<file path="src/strled_pkg.sv">
////////////////////////////////////////////////////////////////////////////
// String LED streamer shared definitions
// Widths, register map, bit positions, interface structs and the
// Wishbone address union used by the register block
////////////////////////////////////////////////////////////////////////////

package strled_pkg;

  ////////////////////////////////////////////////////////////////////////////
  // Widths
  ////////////////////////////////////////////////////////////////////////////
  localparam int MEM_AW    = 10;            // Frame-buffer index width
  localparam int MEM_DEPTH = 1 << MEM_AW;   // 1024 bytes
  localparam int PIX_W     = 8;             // Pixel byte
  localparam int CNT_W     = 4;             // Repeat count
  localparam int REG_IDX_W = 2;             // Register index

  ////////////////////////////////////////////////////////////////////////////
  // Register map
  ////////////////////////////////////////////////////////////////////////////
  localparam logic [REG_IDX_W-1:0] REG_CONFIG = 2'd0;
  localparam logic [REG_IDX_W-1:0] REG_CTRL   = 2'd1;
  // Indices 2 and 3 are holes, read zero

  // CONFIG bits
  localparam int CFG_EN_BIT     = 31;
  localparam int CFG_IRQ_EN_BIT = 30;

  // CTRL fields
  localparam int CTRL_START_BIT = 31;       // Write-only strobe
  localparam int CTRL_BUSY_BIT  = 29;       // Read-only progress
  localparam int CTRL_COUNT_LSB = 25;       // 4 bits
  localparam int CTRL_LAST_LSB  = 12;       // 10 bits
  localparam int CTRL_FIRST_LSB = 0;        // 10 bits

  ////////////////////////////////////////////////////////////////////////////
  // Bus address, two views of one word
  ////////////////////////////////////////////////////////////////////////////
  // Bit 12 selects the space in both views
  typedef struct packed {
    logic [18:0]          pad_hi;     // Above the decoded range
    logic                 space;      // 0 here
    logic [7:0]           pad_mid;
    logic [REG_IDX_W-1:0] idx;        // Register index
    logic [1:0]           byte_off;   // Ignored
  } strled_reg_addr_t;

  typedef struct packed {
    logic [18:0]       pad_hi;
    logic              space;         // 1 here
    logic [MEM_AW-1:0] idx;           // Frame-buffer byte index
    logic [1:0]        byte_off;
  } strled_mem_addr_t;

  typedef union packed {
    strled_reg_addr_t regs;
    strled_mem_addr_t mem;
  } strled_wb_addr_u;

  ////////////////////////////////////////////////////////////////////////////
  // Block interfaces
  ////////////////////////////////////////////////////////////////////////////
  typedef struct packed {
    logic enable;
    logic irq_en;
  } strled_cfg_t;

  typedef struct packed {
    logic [CNT_W-1:0]  count;         // Extra passes over the window
    logic [MEM_AW-1:0] first;
    logic [MEM_AW-1:0] last;
  } strled_job_t;

  typedef struct packed {
    logic              we;
    logic [MEM_AW-1:0] addr;
    logic [PIX_W-1:0]  data;
  } strled_ram_wr_t;

  typedef struct packed {
    logic              re;
    logic [MEM_AW-1:0] addr;
  } strled_ram_rd_t;

endpackage

</file>
<file path="src/strled_sequencer.sv">
////////////////////////////////////////////////////////////////////////////
// String LED bit sequencer
// Walks the byte window of the frame buffer, repeats it count
// extra times and shifts each byte out MSB first under ready
////////////////////////////////////////////////////////////////////////////

module strled_sequencer (
  input  logic                         clk,
  input  logic                         rst_n,
  input  strled_pkg::strled_cfg_t      cfg_i,
  input  strled_pkg::strled_job_t      job_i,
  input  logic                         start_i,
  output logic                         busy_o,
  // Frame buffer read
  output strled_pkg::strled_ram_rd_t   rd_o,
  input  logic [strled_pkg::PIX_W-1:0] rdata_i,
  // Bit stream
  output logic                         bit_o,
  output logic                         valid_o,
  input  logic                         ready_i
);

  // Bit states have bit 3 set, low bits give the bit position
  typedef enum logic [3:0] {
    ST_IDLE = 4'h0,
    ST_REQ  = 4'h1,   // Read request
    ST_WAIT = 4'h2,   // Buffer latency
    ST_LOAD = 4'h3,   // Capture byte
    ST_BIT0 = 4'h8,
    ST_BIT1 = 4'h9,
    ST_BIT2 = 4'hA,
    ST_BIT3 = 4'hB,
    ST_BIT4 = 4'hC,
    ST_BIT5 = 4'hD,
    ST_BIT6 = 4'hE,
    ST_BIT7 = 4'hF
  } state_e;

  state_e                        state_q;
  logic [strled_pkg::MEM_AW-1:0] idx_q;      // Byte being sent
  logic [strled_pkg::MEM_AW-1:0] first_q;    // Latched window
  logic [strled_pkg::MEM_AW-1:0] last_q;
  logic [strled_pkg::CNT_W-1:0]  count_q;    // Passes still to go
  logic [strled_pkg::PIX_W-1:0]  hold_q;     // Byte on the wire

  ////////////////////////////////////////////////////////////////////////////
  // Run FSM
  ////////////////////////////////////////////////////////////////////////////
  always_ff @(posedge clk) begin
    if (!rst_n) begin
      state_q <= ST_IDLE;
      idx_q   <= '0;
      first_q <= '0;
      last_q  <= '0;
      count_q <= '0;
    end else if (!cfg_i.enable) begin
      state_q <= ST_IDLE;                  // Abort
    end else begin
      case (state_q)
        ST_IDLE: begin
          if (start_i) begin
            idx_q   <= job_i.first;
            first_q <= job_i.first;
            last_q  <= job_i.last;
            count_q <= job_i.count;
            state_q <= ST_REQ;
          end
        end
        ST_REQ:  state_q <= ST_WAIT;
        ST_WAIT: state_q <= ST_LOAD;
        ST_LOAD: state_q <= ST_BIT7;
        ST_BIT7, ST_BIT6, ST_BIT5, ST_BIT4,
        ST_BIT3, ST_BIT2, ST_BIT1: begin
          if (ready_i) begin
            state_q <= state_e'(state_q - 4'd1);   // Next lower bit
          end
        end
        ST_BIT0: begin
          if (ready_i) begin
            if (idx_q != last_q) begin
              idx_q   <= idx_q + 1'b1;
              state_q <= ST_REQ;
            end else begin
              idx_q <= first_q;                    // Wrap window
              if (count_q == '0) begin
                state_q <= ST_IDLE;                // Run done
              end else begin
                count_q <= count_q - 1'b1;
                state_q <= ST_REQ;
              end
            end
          end
        end
        default: state_q <= ST_IDLE;
      endcase
    end
  end

  // Byte capture from the registered read
  always_ff @(posedge clk) begin
    if (state_q == ST_LOAD) begin
      hold_q <= rdata_i;
    end
  end

  ////////////////////////////////////////////////////////////////////////////
  // Outputs
  ////////////////////////////////////////////////////////////////////////////
  assign busy_o    = (state_q != ST_IDLE);
  assign rd_o.re   = (state_q == ST_REQ);
  assign rd_o.addr = idx_q;
  assign valid_o   = state_q[3];
  assign bit_o     = valid_o & hold_q[state_q[2:0]];   // Zero outside bits

endmodule

</file>
<file path="config.mk">
export PLATFORM = sky130hd
export DESIGN_NAME = strled_sequencer
export DESIGN_NICKNAME = d
export VERILOG_FILES = /design/src/strled_pkg.sv /design/src/strled_sequencer.sv
export SDC_FILE = /design/constraint.sdc
export NUM_CORES = 1
export LEC_CHECK = 0
export ABC_AREA = 0
export BUFFER_PORTS_ARGS = -buffer_cell sky130_fd_sc_hd__buf_2
export CORE_UTILIZATION = 45
export DETAILED_ROUTE_END_ITERATION = 7
export GPL_TIMING_DRIVEN = 1
export HOLD_SLACK_MARGIN = 0.06
export PLACE_DENSITY = 0.68
export SYNTH_ARGS = -nofsm -noshare
export SYNTH_HDL_FRONTEND = slang
export SYNTH_SLANG_ARGS = --single-unit
</file>
<file path="constraint.sdc">
create_clock -name clk -period 4.6 [get_ports clk]
set_input_delay 0.23 -clock clk [delete_from_list [all_inputs] [get_ports clk]]
set_output_delay 0.23 -clock clk [all_outputs]
set_load 0.05 [all_outputs]
</file>
==> results.yml <==
setup_path:
  cp-start-kind: "flip-flop"
  cp.depth: 7
  path_buf_inv: 1
  cp_data_required_time_ns: 4.80
  critPathKind: "reg2reg"
  path_max_fanout: 27
  crit_chain: "inv_1 -> ha_1 -> nor2b_1 -> and3_1 -> nand2_1 -> a221o_1 -> o211a_1"
  cpLargestDelayFamily: "simple AND/OR/NAND/NOR gates"
  cpPeakStageDelay_ns: 0.66
  slowest_stage: "nand2_1"
  critPathArrivalTime_ns: 3.24
  endpoint_kind: "flip-flop"
  ff2ff_path_depth: 7
outcome:
  status: "completed"
placement:
  dp_hpwl_um: 3945
  port_buffers: 50
  dpl_cell_area_um2: 2739
  gp_congestion: 0.8143
  placed_cells: 404
logic_synthesis:
  yosysMostFrequentCell: "nand2_1"
  synth_area_leaders: "dfxtp_1 31%, edfxtp_1 9.8%, nand2_1 8.9%"
  seq_area_frac_synth_pct: 40.73
  async_flop_share_pct: 0
  yosysTopAreaCellShare_pct: 30.96
  synth_cell_types: 45
  synth_edf_count: 8
  synth_seq_cells: 46
  syn_inst: 301
  syn-num-nets: 346
  ys.flop_type: "dfxtp_1"
  ys_warn_count: 0
  syn-cell-area_um2: 2457
  synth_common_cells: "58 x nand2_1, 39 x a21oi_1, 38 x dfxtp_1"
  avgSynthCellArea_um2: 8.164
  synth_top_cell_by_area: "dfxtp_1"
clock_tree:
  postCtsSetupBuffers: 0
  cts_root_buf: "clkbuf_8"
  cts_buffer_depth: 2
  clk_pin_slew_ns: 0.08
  ctsResizeCount: 0
  numClockSinks: 46
  tritoncts: "done"
  clk_latency_ns: 0.31
  cts_max_level: 2
  cts-buffers-inserted: 5
  postCtsHoldBufs: 0
final_layout:
  nNetsFinal: 386
  diodes: 0
  fillers: 493
  layoutNonFillerInstCount: 412
  syn_to_final_growth_pct: 16.85
  multi_input_area_um2: 1355
  regArea_um2: 1001
  final_cell_area_um2: 2872
  drive_gt1_share_pct: 20.18
power_and_ir_drop:
  ir_drop_mv: 0.1764
  p_leak_nw: 1.076
  p_per_area_nw_per_um2: 334.2
  total_power_mw: 0.9597
die:
  die_h_um: 75.90
  rows: 26
  pin_count: 52
  initial_core_util_pct: 47.51
  die_w_um: 75.90
  die_area_um2: 5760
  core-area_um2: 5172
drt:
  drcViolationCount: 0
  routed_wl_um: 5804
  wl_per_cell_um: 14.09
  drtIter0Drc: 81
  via_per_inst: 5.447
  ant_nets: 0
  first_pass_iters: 4
  vias: 2244
global_route:
  antenna_found_initial: 0
  grt_usage_pct: 21.43
  grt_max_degree: 28
  grt_pass1_wl_um: 9128
  grt_pass1_vias: 1988
  grt.overflow.total: 0
hold_path:
  hold_class: "in2reg"
  worstHoldPathCells: 1
flow_run:
  cap_violations: 0
sta:
  finalHoldViolations: 0
  tightest_slew_ns: 1.033
  fin_tns_setup_ns: 0
  drv_slew: 0
  setup_viol: 0
  finClkSkew_ns: 0.005574
  fmax_mhz: 329.2
  rsz0062_at_grt: "false"
  relSlewSlack_pct: 30.63
  period_minus_slack_ns: 3.037
  timing.hold.ws_ns: 0.09499
  min_period_over_period_pct: 66.03
cell type report:
class                   count  area share (%)
flip-flops and latches     46           34.86
inverters                   6          0.7843
clock buffers               5           2.397
clock inverters             3           2.222
multi-input cells         229           47.19
repair buffers             53           9.499
well taps                  70           3.050
cells by family (layout without fill, tap and decap cells):
group                    Yosys count  count (layout)  share of synthesized area [%]
AND/OR/NAND/NOR                  119             119                          23.17
flip-flops                        46              46                          40.73
multiplexers                       4               4                          2.698
XOR/XNOR                          18              18                          7.026
AO/OA/AOI/OAI                     81              81                          18.69
buffers and inverters             26              67                          4.124
adder cells (fa/ha/maj)            7               7                          3.564
metal layers:
metal  up-vias  global-route usage, %  share of wire (%)
met4         0                  7.407                1.3
met2        40                  36.77                 48
met3         9                  4.762                3.6
met1      1059                  26.49                 47
met5         -                      0                  0
li1       1136                      -                  -
stage by stage:
stage          setup slack [ns]  utilization (%)
2_1_floorplan             2.211                -
3_3_place_gp              1.577            52.95
3_5_place_dp              1.575            52.95
4_1_cts                   1.533            55.52
5_1_grt                   1.319            55.52
6_report                  1.563            55.52
layout by cell type, fill, tap and decap left out, drive strengths merged, types with 4 or more instances in the layout:
master,instances
nand2,58
buf,53
a21oi,39
dfxtp,38
o21ai,21
xnor2,14
nand3,12
or3,11
nor2,9
a31oi,9
edfxtp,8
ha,7
inv,6
nor3,6
clkbuf,5
nand4,4
xor2,4
worst reg2reg max path, delay by kind of cell, from the launching register on:
family                     cells  cell delay, ns
and+or+nand+nor                3            1.36
AOI/OAI and AO/OA              2            0.63
DFF                            1            0.40
adders and majority gates      1            0.40
buffers and inverters          1            0.14
state kept, by name (all words and copies together), names as in the netlist:
| signal | flops |
|---|---|
| idx_q | 10 |
| first_q | 10 |
| count_q | 4 |
| last_q | 10 |
| state_q | 4 |
| hold_q | 8 |
report_power, final:
part | total, mW | leakage (nW) | internal [mW] | switching, mW
Combinational | 0.156 | 0.627 | 0.0575 | 0.0982
Clock | 0.355 | 0.0658 | 0.215 | 0.140
Sequential | 0.449 | 0.383 | 0.427 | 0.0214
path summary, 6_finish.rpt:
check,start,end,slack (ns)
max,state_q[0]$_SDFFE_PN0P_,count_q[0]$_SDFFE_PN0P_,1.56
min,rdata_i[6],hold_q[6]$_DFFE_PP_,0.09
max reg2reg,state_q[0]$_SDFFE_PN0P_,count_q[0]$_SDFFE_PN0P_,1.56
min reg2reg,first_q[4]$_SDFFE_PN0P_,first_q[4]$_SDFFE_PN0P_,0.46
(Power assumes the default switching activity.)
