==> src/strled_pkg.sv <==
////////////////////////////////////////////////////////////////////////////
// String LED streamer shared definitions
// Widths, register map, bit positions, interface structs and the
// Wishbone address union used by the register block
////////////////////////////////////////////////////////////////////////////

package strled_pkg;

  ////////////////////////////////////////////////////////////////////////////
  // Widths
  ////////////////////////////////////////////////////////////////////////////
  localparam int MEM_AW    = 10;            // Frame-buffer index width
  localparam int MEM_DEPTH = 1 << MEM_AW;   // 1024 bytes
  localparam int PIX_W     = 8;             // Pixel byte
  localparam int CNT_W     = 4;             // Repeat count
  localparam int REG_IDX_W = 2;             // Register index

  ////////////////////////////////////////////////////////////////////////////
  // Register map
  ////////////////////////////////////////////////////////////////////////////
  localparam logic [REG_IDX_W-1:0] REG_CONFIG = 2'd0;
  localparam logic [REG_IDX_W-1:0] REG_CTRL   = 2'd1;
  // Indices 2 and 3 are holes, read zero

  // CONFIG bits
  localparam int CFG_EN_BIT     = 31;
  localparam int CFG_IRQ_EN_BIT = 30;

  // CTRL fields
  localparam int CTRL_START_BIT = 31;       // Write-only strobe
  localparam int CTRL_BUSY_BIT  = 29;       // Read-only progress
  localparam int CTRL_COUNT_LSB = 25;       // 4 bits
  localparam int CTRL_LAST_LSB  = 12;       // 10 bits
  localparam int CTRL_FIRST_LSB = 0;        // 10 bits

  ////////////////////////////////////////////////////////////////////////////
  // Bus address, two views of one word
  ////////////////////////////////////////////////////////////////////////////
  // Bit 12 selects the space in both views
  typedef struct packed {
    logic [18:0]          pad_hi;     // Above the decoded range
    logic                 space;      // 0 here
    logic [7:0]           pad_mid;
    logic [REG_IDX_W-1:0] idx;        // Register index
    logic [1:0]           byte_off;   // Ignored
  } strled_reg_addr_t;

  typedef struct packed {
    logic [18:0]       pad_hi;
    logic              space;         // 1 here
    logic [MEM_AW-1:0] idx;           // Frame-buffer byte index
    logic [1:0]        byte_off;
  } strled_mem_addr_t;

  typedef union packed {
    strled_reg_addr_t regs;
    strled_mem_addr_t mem;
  } strled_wb_addr_u;

  ////////////////////////////////////////////////////////////////////////////
  // Block interfaces
  ////////////////////////////////////////////////////////////////////////////
  typedef struct packed {
    logic enable;
    logic irq_en;
  } strled_cfg_t;

  typedef struct packed {
    logic [CNT_W-1:0]  count;         // Extra passes over the window
    logic [MEM_AW-1:0] first;
    logic [MEM_AW-1:0] last;
  } strled_job_t;

  typedef struct packed {
    logic              we;
    logic [MEM_AW-1:0] addr;
    logic [PIX_W-1:0]  data;
  } strled_ram_wr_t;

  typedef struct packed {
    logic              re;
    logic [MEM_AW-1:0] addr;
  } strled_ram_rd_t;

endpackage

==> src/strled_wb_regs.sv <==
////////////////////////////////////////////////////////////////////////////
// String LED register block
// Wishbone slave with CONFIG and CTRL, frame-buffer write path,
// start strobe and end-of-run interrupt
////////////////////////////////////////////////////////////////////////////

module strled_wb_regs (
  input  logic                       clk,
  input  logic                       rst_n,
  // Wishbone slave
  input  logic                       wb_cyc_i,
  input  logic                       wb_stb_i,
  input  logic                       wb_we_i,
  input  logic [31:0]                wb_adr_i,
  input  logic [31:0]                wb_dat_i,
  input  logic [3:0]                 wb_sel_i,
  output logic [31:0]                wb_dat_o,
  output logic                       wb_ack_o,
  output logic                       irq_o,      // End of run pulse
  // To sequencer
  output strled_pkg::strled_cfg_t    cfg_o,
  output strled_pkg::strled_job_t    job_o,
  output logic                       start_o,
  input  logic                       busy_i,
  // To frame buffer
  output strled_pkg::strled_ram_wr_t ram_wr_o
);

  strled_pkg::strled_wb_addr_u adr;
  logic                        req;          // New request, not yet acked
  logic                        reg_hit;
  logic                        mem_hit;
  logic [31:0]                 wmask;        // Per-bit write enable
  logic [31:0]                 cfg_word;
  logic [31:0]                 ctrl_word;
  logic [31:0]                 cfg_next;
  logic [31:0]                 ctrl_next;
  logic [31:0]                 rd_word;

  logic                        ack_q;
  logic                        start_q;
  logic                        irq_q;
  logic                        busy_q;       // Busy one cycle ago
  logic [31:0]                 dat_q;
  strled_pkg::strled_cfg_t     cfg_q;
  strled_pkg::strled_job_t     job_q;
  logic                        ram_we_q;
  logic [strled_pkg::MEM_AW-1:0] ram_addr_q;
  logic [strled_pkg::PIX_W-1:0]  ram_data_q;

  ////////////////////////////////////////////////////////////////////////////
  // Decode
  ////////////////////////////////////////////////////////////////////////////
  assign adr     = wb_adr_i;
  assign req     = wb_cyc_i & wb_stb_i & ~ack_q;
  assign reg_hit = req & ~adr.regs.space;
  assign mem_hit = req & adr.mem.space;
  assign wmask   = {{8{wb_sel_i[3]}}, {8{wb_sel_i[2]}},
                    {8{wb_sel_i[1]}}, {8{wb_sel_i[0]}}} & {32{wb_we_i}};

  // Registers laid out at their bus positions
  always_comb begin
    cfg_word                             = '0;
    cfg_word[strled_pkg::CFG_EN_BIT]     = cfg_q.enable;
    cfg_word[strled_pkg::CFG_IRQ_EN_BIT] = cfg_q.irq_en;
  end

  always_comb begin
    ctrl_word = '0;
    ctrl_word[strled_pkg::CTRL_COUNT_LSB +: strled_pkg::CNT_W]  = job_q.count;
    ctrl_word[strled_pkg::CTRL_LAST_LSB  +: strled_pkg::MEM_AW] = job_q.last;
    ctrl_word[strled_pkg::CTRL_FIRST_LSB +: strled_pkg::MEM_AW] = job_q.first;
  end

  // Merge written lanes over current contents
  assign cfg_next  = (cfg_word  & ~wmask) | (wb_dat_i & wmask);
  assign ctrl_next = (ctrl_word & ~wmask) | (wb_dat_i & wmask);

  // Read mux, memory space and holes read zero
  always_comb begin
    rd_word = '0;
    if (!adr.regs.space) begin
      case (adr.regs.idx)
        strled_pkg::REG_CONFIG: rd_word = cfg_word;
        strled_pkg::REG_CTRL: begin
          rd_word                            = ctrl_word;  // Start reads 0
          rd_word[strled_pkg::CTRL_BUSY_BIT] = busy_i;
        end
        default: rd_word = '0;
      endcase
    end
  end

  ////////////////////////////////////////////////////////////////////////////
  // Control state
  ////////////////////////////////////////////////////////////////////////////
  always_ff @(posedge clk) begin
    if (!rst_n) begin
      ack_q    <= 1'b0;
      start_q  <= 1'b0;
      irq_q    <= 1'b0;
      busy_q   <= 1'b0;
      dat_q    <= '0;
      cfg_q    <= '0;
      job_q    <= '0;
      ram_we_q <= 1'b0;
    end else begin
      ack_q    <= req;                                   // One cycle later
      ram_we_q <= mem_hit & wb_we_i & wb_sel_i[0];       // Low byte only
      start_q  <= reg_hit && (adr.regs.idx == strled_pkg::REG_CTRL) &&
                  wmask[strled_pkg::CTRL_START_BIT] &&
                  wb_dat_i[strled_pkg::CTRL_START_BIT];
      if (req) begin
        dat_q <= rd_word;                                // Valid with ack
      end
      if (reg_hit && (adr.regs.idx == strled_pkg::REG_CONFIG)) begin
        cfg_q.enable <= cfg_next[strled_pkg::CFG_EN_BIT];
        cfg_q.irq_en <= cfg_next[strled_pkg::CFG_IRQ_EN_BIT];
      end
      if (reg_hit && (adr.regs.idx == strled_pkg::REG_CTRL)) begin
        job_q.count <= ctrl_next[strled_pkg::CTRL_COUNT_LSB +: strled_pkg::CNT_W];
        job_q.last  <= ctrl_next[strled_pkg::CTRL_LAST_LSB  +: strled_pkg::MEM_AW];
        job_q.first <= ctrl_next[strled_pkg::CTRL_FIRST_LSB +: strled_pkg::MEM_AW];
      end
      // Falling busy with enable still set marks a completed run
      busy_q <= busy_i;
      irq_q  <= cfg_q.irq_en & cfg_q.enable & busy_q & ~busy_i;
    end
  end

  // Write payload
  always_ff @(posedge clk) begin
    if (mem_hit) begin
      ram_addr_q <= adr.mem.idx;
      ram_data_q <= wb_dat_i[strled_pkg::PIX_W-1:0];
    end
  end

  ////////////////////////////////////////////////////////////////////////////
  // Outputs
  ////////////////////////////////////////////////////////////////////////////
  assign wb_ack_o      = ack_q;
  assign wb_dat_o      = dat_q;
  assign irq_o         = irq_q;
  assign cfg_o         = cfg_q;
  assign job_o         = job_q;
  assign start_o       = start_q;
  assign ram_wr_o.we   = ram_we_q;
  assign ram_wr_o.addr = ram_addr_q;
  assign ram_wr_o.data = ram_data_q;

endmodule

==> config.mk <==
export PLATFORM = sky130hd
export DESIGN_NAME = strled_wb_regs
export DESIGN_NICKNAME = d
export VERILOG_FILES = /design/src/strled_pkg.sv /design/src/strled_wb_regs.sv
export SDC_FILE = /design/constraint.sdc
export NUM_CORES = 1
export LEC_CHECK = 0
export BUFFER_PORTS_ARGS = -buffer_cell sky130_fd_sc_hd__buf_2
export CAP_MARGIN = 40
export CORE_UTILIZATION = 39
export DETAILED_ROUTE_END_ITERATION = 7
export GPL_ROUTABILITY_DRIVEN = 1
export PLACE_DENSITY = 0.83
export SLEW_MARGIN = 5
export SYNTH_ARGS = -nofsm -noshare
export SYNTH_HDL_FRONTEND = slang
export SYNTH_SLANG_ARGS = --single-unit
export TNS_END_PERCENT = 10
==> constraint.sdc <==
create_clock -name clk -period 1.7 [get_ports clk]
set_input_delay 0.34 -clock clk [delete_from_list [all_inputs] [get_ports clk]]
set_output_delay 0.34 -clock clk [all_outputs]
set_load 0.1 [all_outputs]
==> results.yml <==
cts:
  clock_latency_ns: 0.34
  ctsResizeCount: 0
  cts_tree: "yes"
  cts-root-buf: "clkbuf_8"
  ctsHoldBuffers: 0
  post_cts_buffers: 0
  cts_buffers: 9
  htreeDepth: 3
  clk_pin_slew_ns: 0.08
  cts.sinks: 76
  cts_buffer_depth: 2
setup_path:
  cp_num_buf_inv: 1
  arrival_ns: 1.17
  crit_fanout: 4
  path_class: "reg2out"
  endpoint_kind: "output port"
  reg2regPathDepth: 3
  slowest_delay_ns: 0.45
  worst-path-stages: 1
  crit_required_ns: 1.36
  critPathLaunchType: "flip-flop"
  path_cells: "buf_2"
  critical-path-top-delay-family: "buffers and inverters"
  cp_slowest_cell: "buf_2"
synth:
  yosys.area.top_type_share_pct: 42.14
  synth-simple-area-share_pct: 15.17
  synth_xor_area_share_pct: 0
  synth_warnings: 0
  synthArstFlopShare_pct: 0
  synth-compound-area-share_pct: 8.583
  synth_edf_count: 18
  seq_area_frac_synth_pct: 61.76
  synthesis.area_per_instance_um2: 12.08
  synth_cell_types: 26
  ys_ff_latch: 76
  synthMuxAreaShare_pct: 9.446
  synth_area_um2: 2755
  synth.area.top_cells: "dfxtp_1 42%, edfxtp_1 20%, mux2i_1 9.4%"
  synth_fa_ha_area_share_pct: 0
  synth_top_family_by_area: "simple AND/OR/NAND/NOR gates"
  synth_top_cell_by_area: "dfxtp_1"
  synth-main-ff-cell: "dfxtp_1"
  synth.most_common_cell: "dfxtp_1"
  ys_top_cells_by_count: "58 x dfxtp_1, 55 x nand2_1, 26 x mux2i_1"
  syn_inst: 228
finish:
  syn2layout_area_growth_pct: 34.88
  fin_cells: 456
  fin_area_um2: 3716
  drive_gt1_share_pct: 43.61
  antenna_cells: 0
  utilization_pct: 54.70
  fin_nets: 429
  fillerInstances: 592
sta:
  setup_slack_ns: 0.1856
  worstMarginPinSlew_ns: 0.5500
  fin_setup_tns_ns: 0
  hold_slack_ns: 0.1702
  fin_crit_ns: 1.514
  fmaxAchievable_mhz: 660.3
  rsz0062_at_grt: "no"
  finalHoldViolCount: 0
  relSlewSlack_pct: 63.34
  clock_skew_ns: 0.007386
  slew_violations: 0
  fin_crit_sh_pct: 89.08
  setup_viol: 0
floorplan:
  die_x_um: 86.05
  io_pins: 154
  fp.dieArea_um2: 7405
  start_util_pct: 40.55
  fp-row-count: 30
  dieHeight_um: 86.05
  core_um2: 6794
placed_design:
  placed_area_um2: 3482
  gp_congestion: 0.7229
  port_buffers: 121
  place_ws_ns: 0.08975
  place_hpwl_um: 4450
  dp.cells: 440
outcome:
  status: "completed"
drt:
  postRouteAntennaNets: 0
  num_vias: 2162
  dr.pass1.iters: 4
  wl_um: 6135
  wl_per_cell_um: 13.45
  drt_iter0_markers: 48
  drcViolationCount: 0
  via_per_inst: 4.741
pwr:
  powerDensity_nw_per_um2: 1018
  irDropWorstVdd_uv: 456.3
  power.total_mw: 3.784
  p_leak_nw: 1.683
global_route:
  first_global_vias: 1946
  gr-total-overflow: 0
  grt_max_degree: 28
  antenna_found_initial: 1
  grt_pass1_wl_um: 9411
  track_usage_pct: 16.72
flow_run:
  cap_violations: 0
worst_hold_path:
  hold_depth: 1
  hold_path.class: "in2reg"
[layout make-up]
| class | count | area, µm² | area share (%) |
|---|---|---|---|
| multi-input cells | 134 | 935.9 | 25.19 |
| clock buffers | 11 | 152.6 | 4.108 |
| repair buffers | 132 | 713.2 | 19.19 |
| well taps | 96 | 120.1 | 3.232 |
| flip-flops and latches | 76 | 1705 | 45.89 |
| inverters | 2 | 7.507 | 0.2020 |
| clock inverters | 5 | 81.33 | 2.189 |
[layout by cell type, fill, tap and decap left out, types with 2 or more instances in the layout]
| cell | instances |
|---|---|
| buf_2 | 121 |
| dfxtp_1 | 57 |
| nand2_1 | 55 |
| mux2i_1 | 26 |
| a22o_1 | 25 |
| edfxtp_1 | 18 |
| clkbuf_8 | 9 |
| buf_4 | 9 |
| nor2_1 | 5 |
| conb_1 | 5 |
| nor4_4 | 4 |
| inv_1 | 2 |
| a32oi_1 | 2 |
| bufinv_16 | 2 |
| buf_12 | 2 |
[per-layer routing]
metal / vias to the layer above / routed length, µm / part of all wire, % / GRT usage [%]
li1: 1039 / - / - / -
met1: 1023 / 2721 / 44 / 19.68
met2: 91 / 2946 / 48 / 27.56
met3: 7 / 421 / 6.9 / 6.352
met4: 2 / 33 / 0.54 / 6.515
met5: - / 12 / 0.20 / 0
[report_power, final]
part	internal (mW)	switching, mW
Clock	0.919	0.653
Combinational	0.0772	0.265
Sequential	1.86	0.00515
Total	2.86	0.923
[path summary, 6_finish.rpt]
path	to	start	slack, ns
hold / removal	ram_addr_q[9]$_DFFE_PP_	wb_adr_i[11]	0.17
setup reg to reg	wb_dat_o[0]$_SDFFE_PN0N_	wb_ack_o$_SDFF_PN0_	0.24
hold reg to reg	irq_o$_SDFF_PN0_	busy_q$_SDFF_PN0_	0.46
setup / recovery	cfg_o[0]	flip-flop	0.19
[cell families (layout without fill, tap and decap cells)]
kind of cell    after synthesis  after routing
buf+inv                      22            150
other cells                   1              5
simple gates                 76             76
compound gates               27             27
flops                        76             76
mux                          26             26
Power figures use the tool's default switching activity.
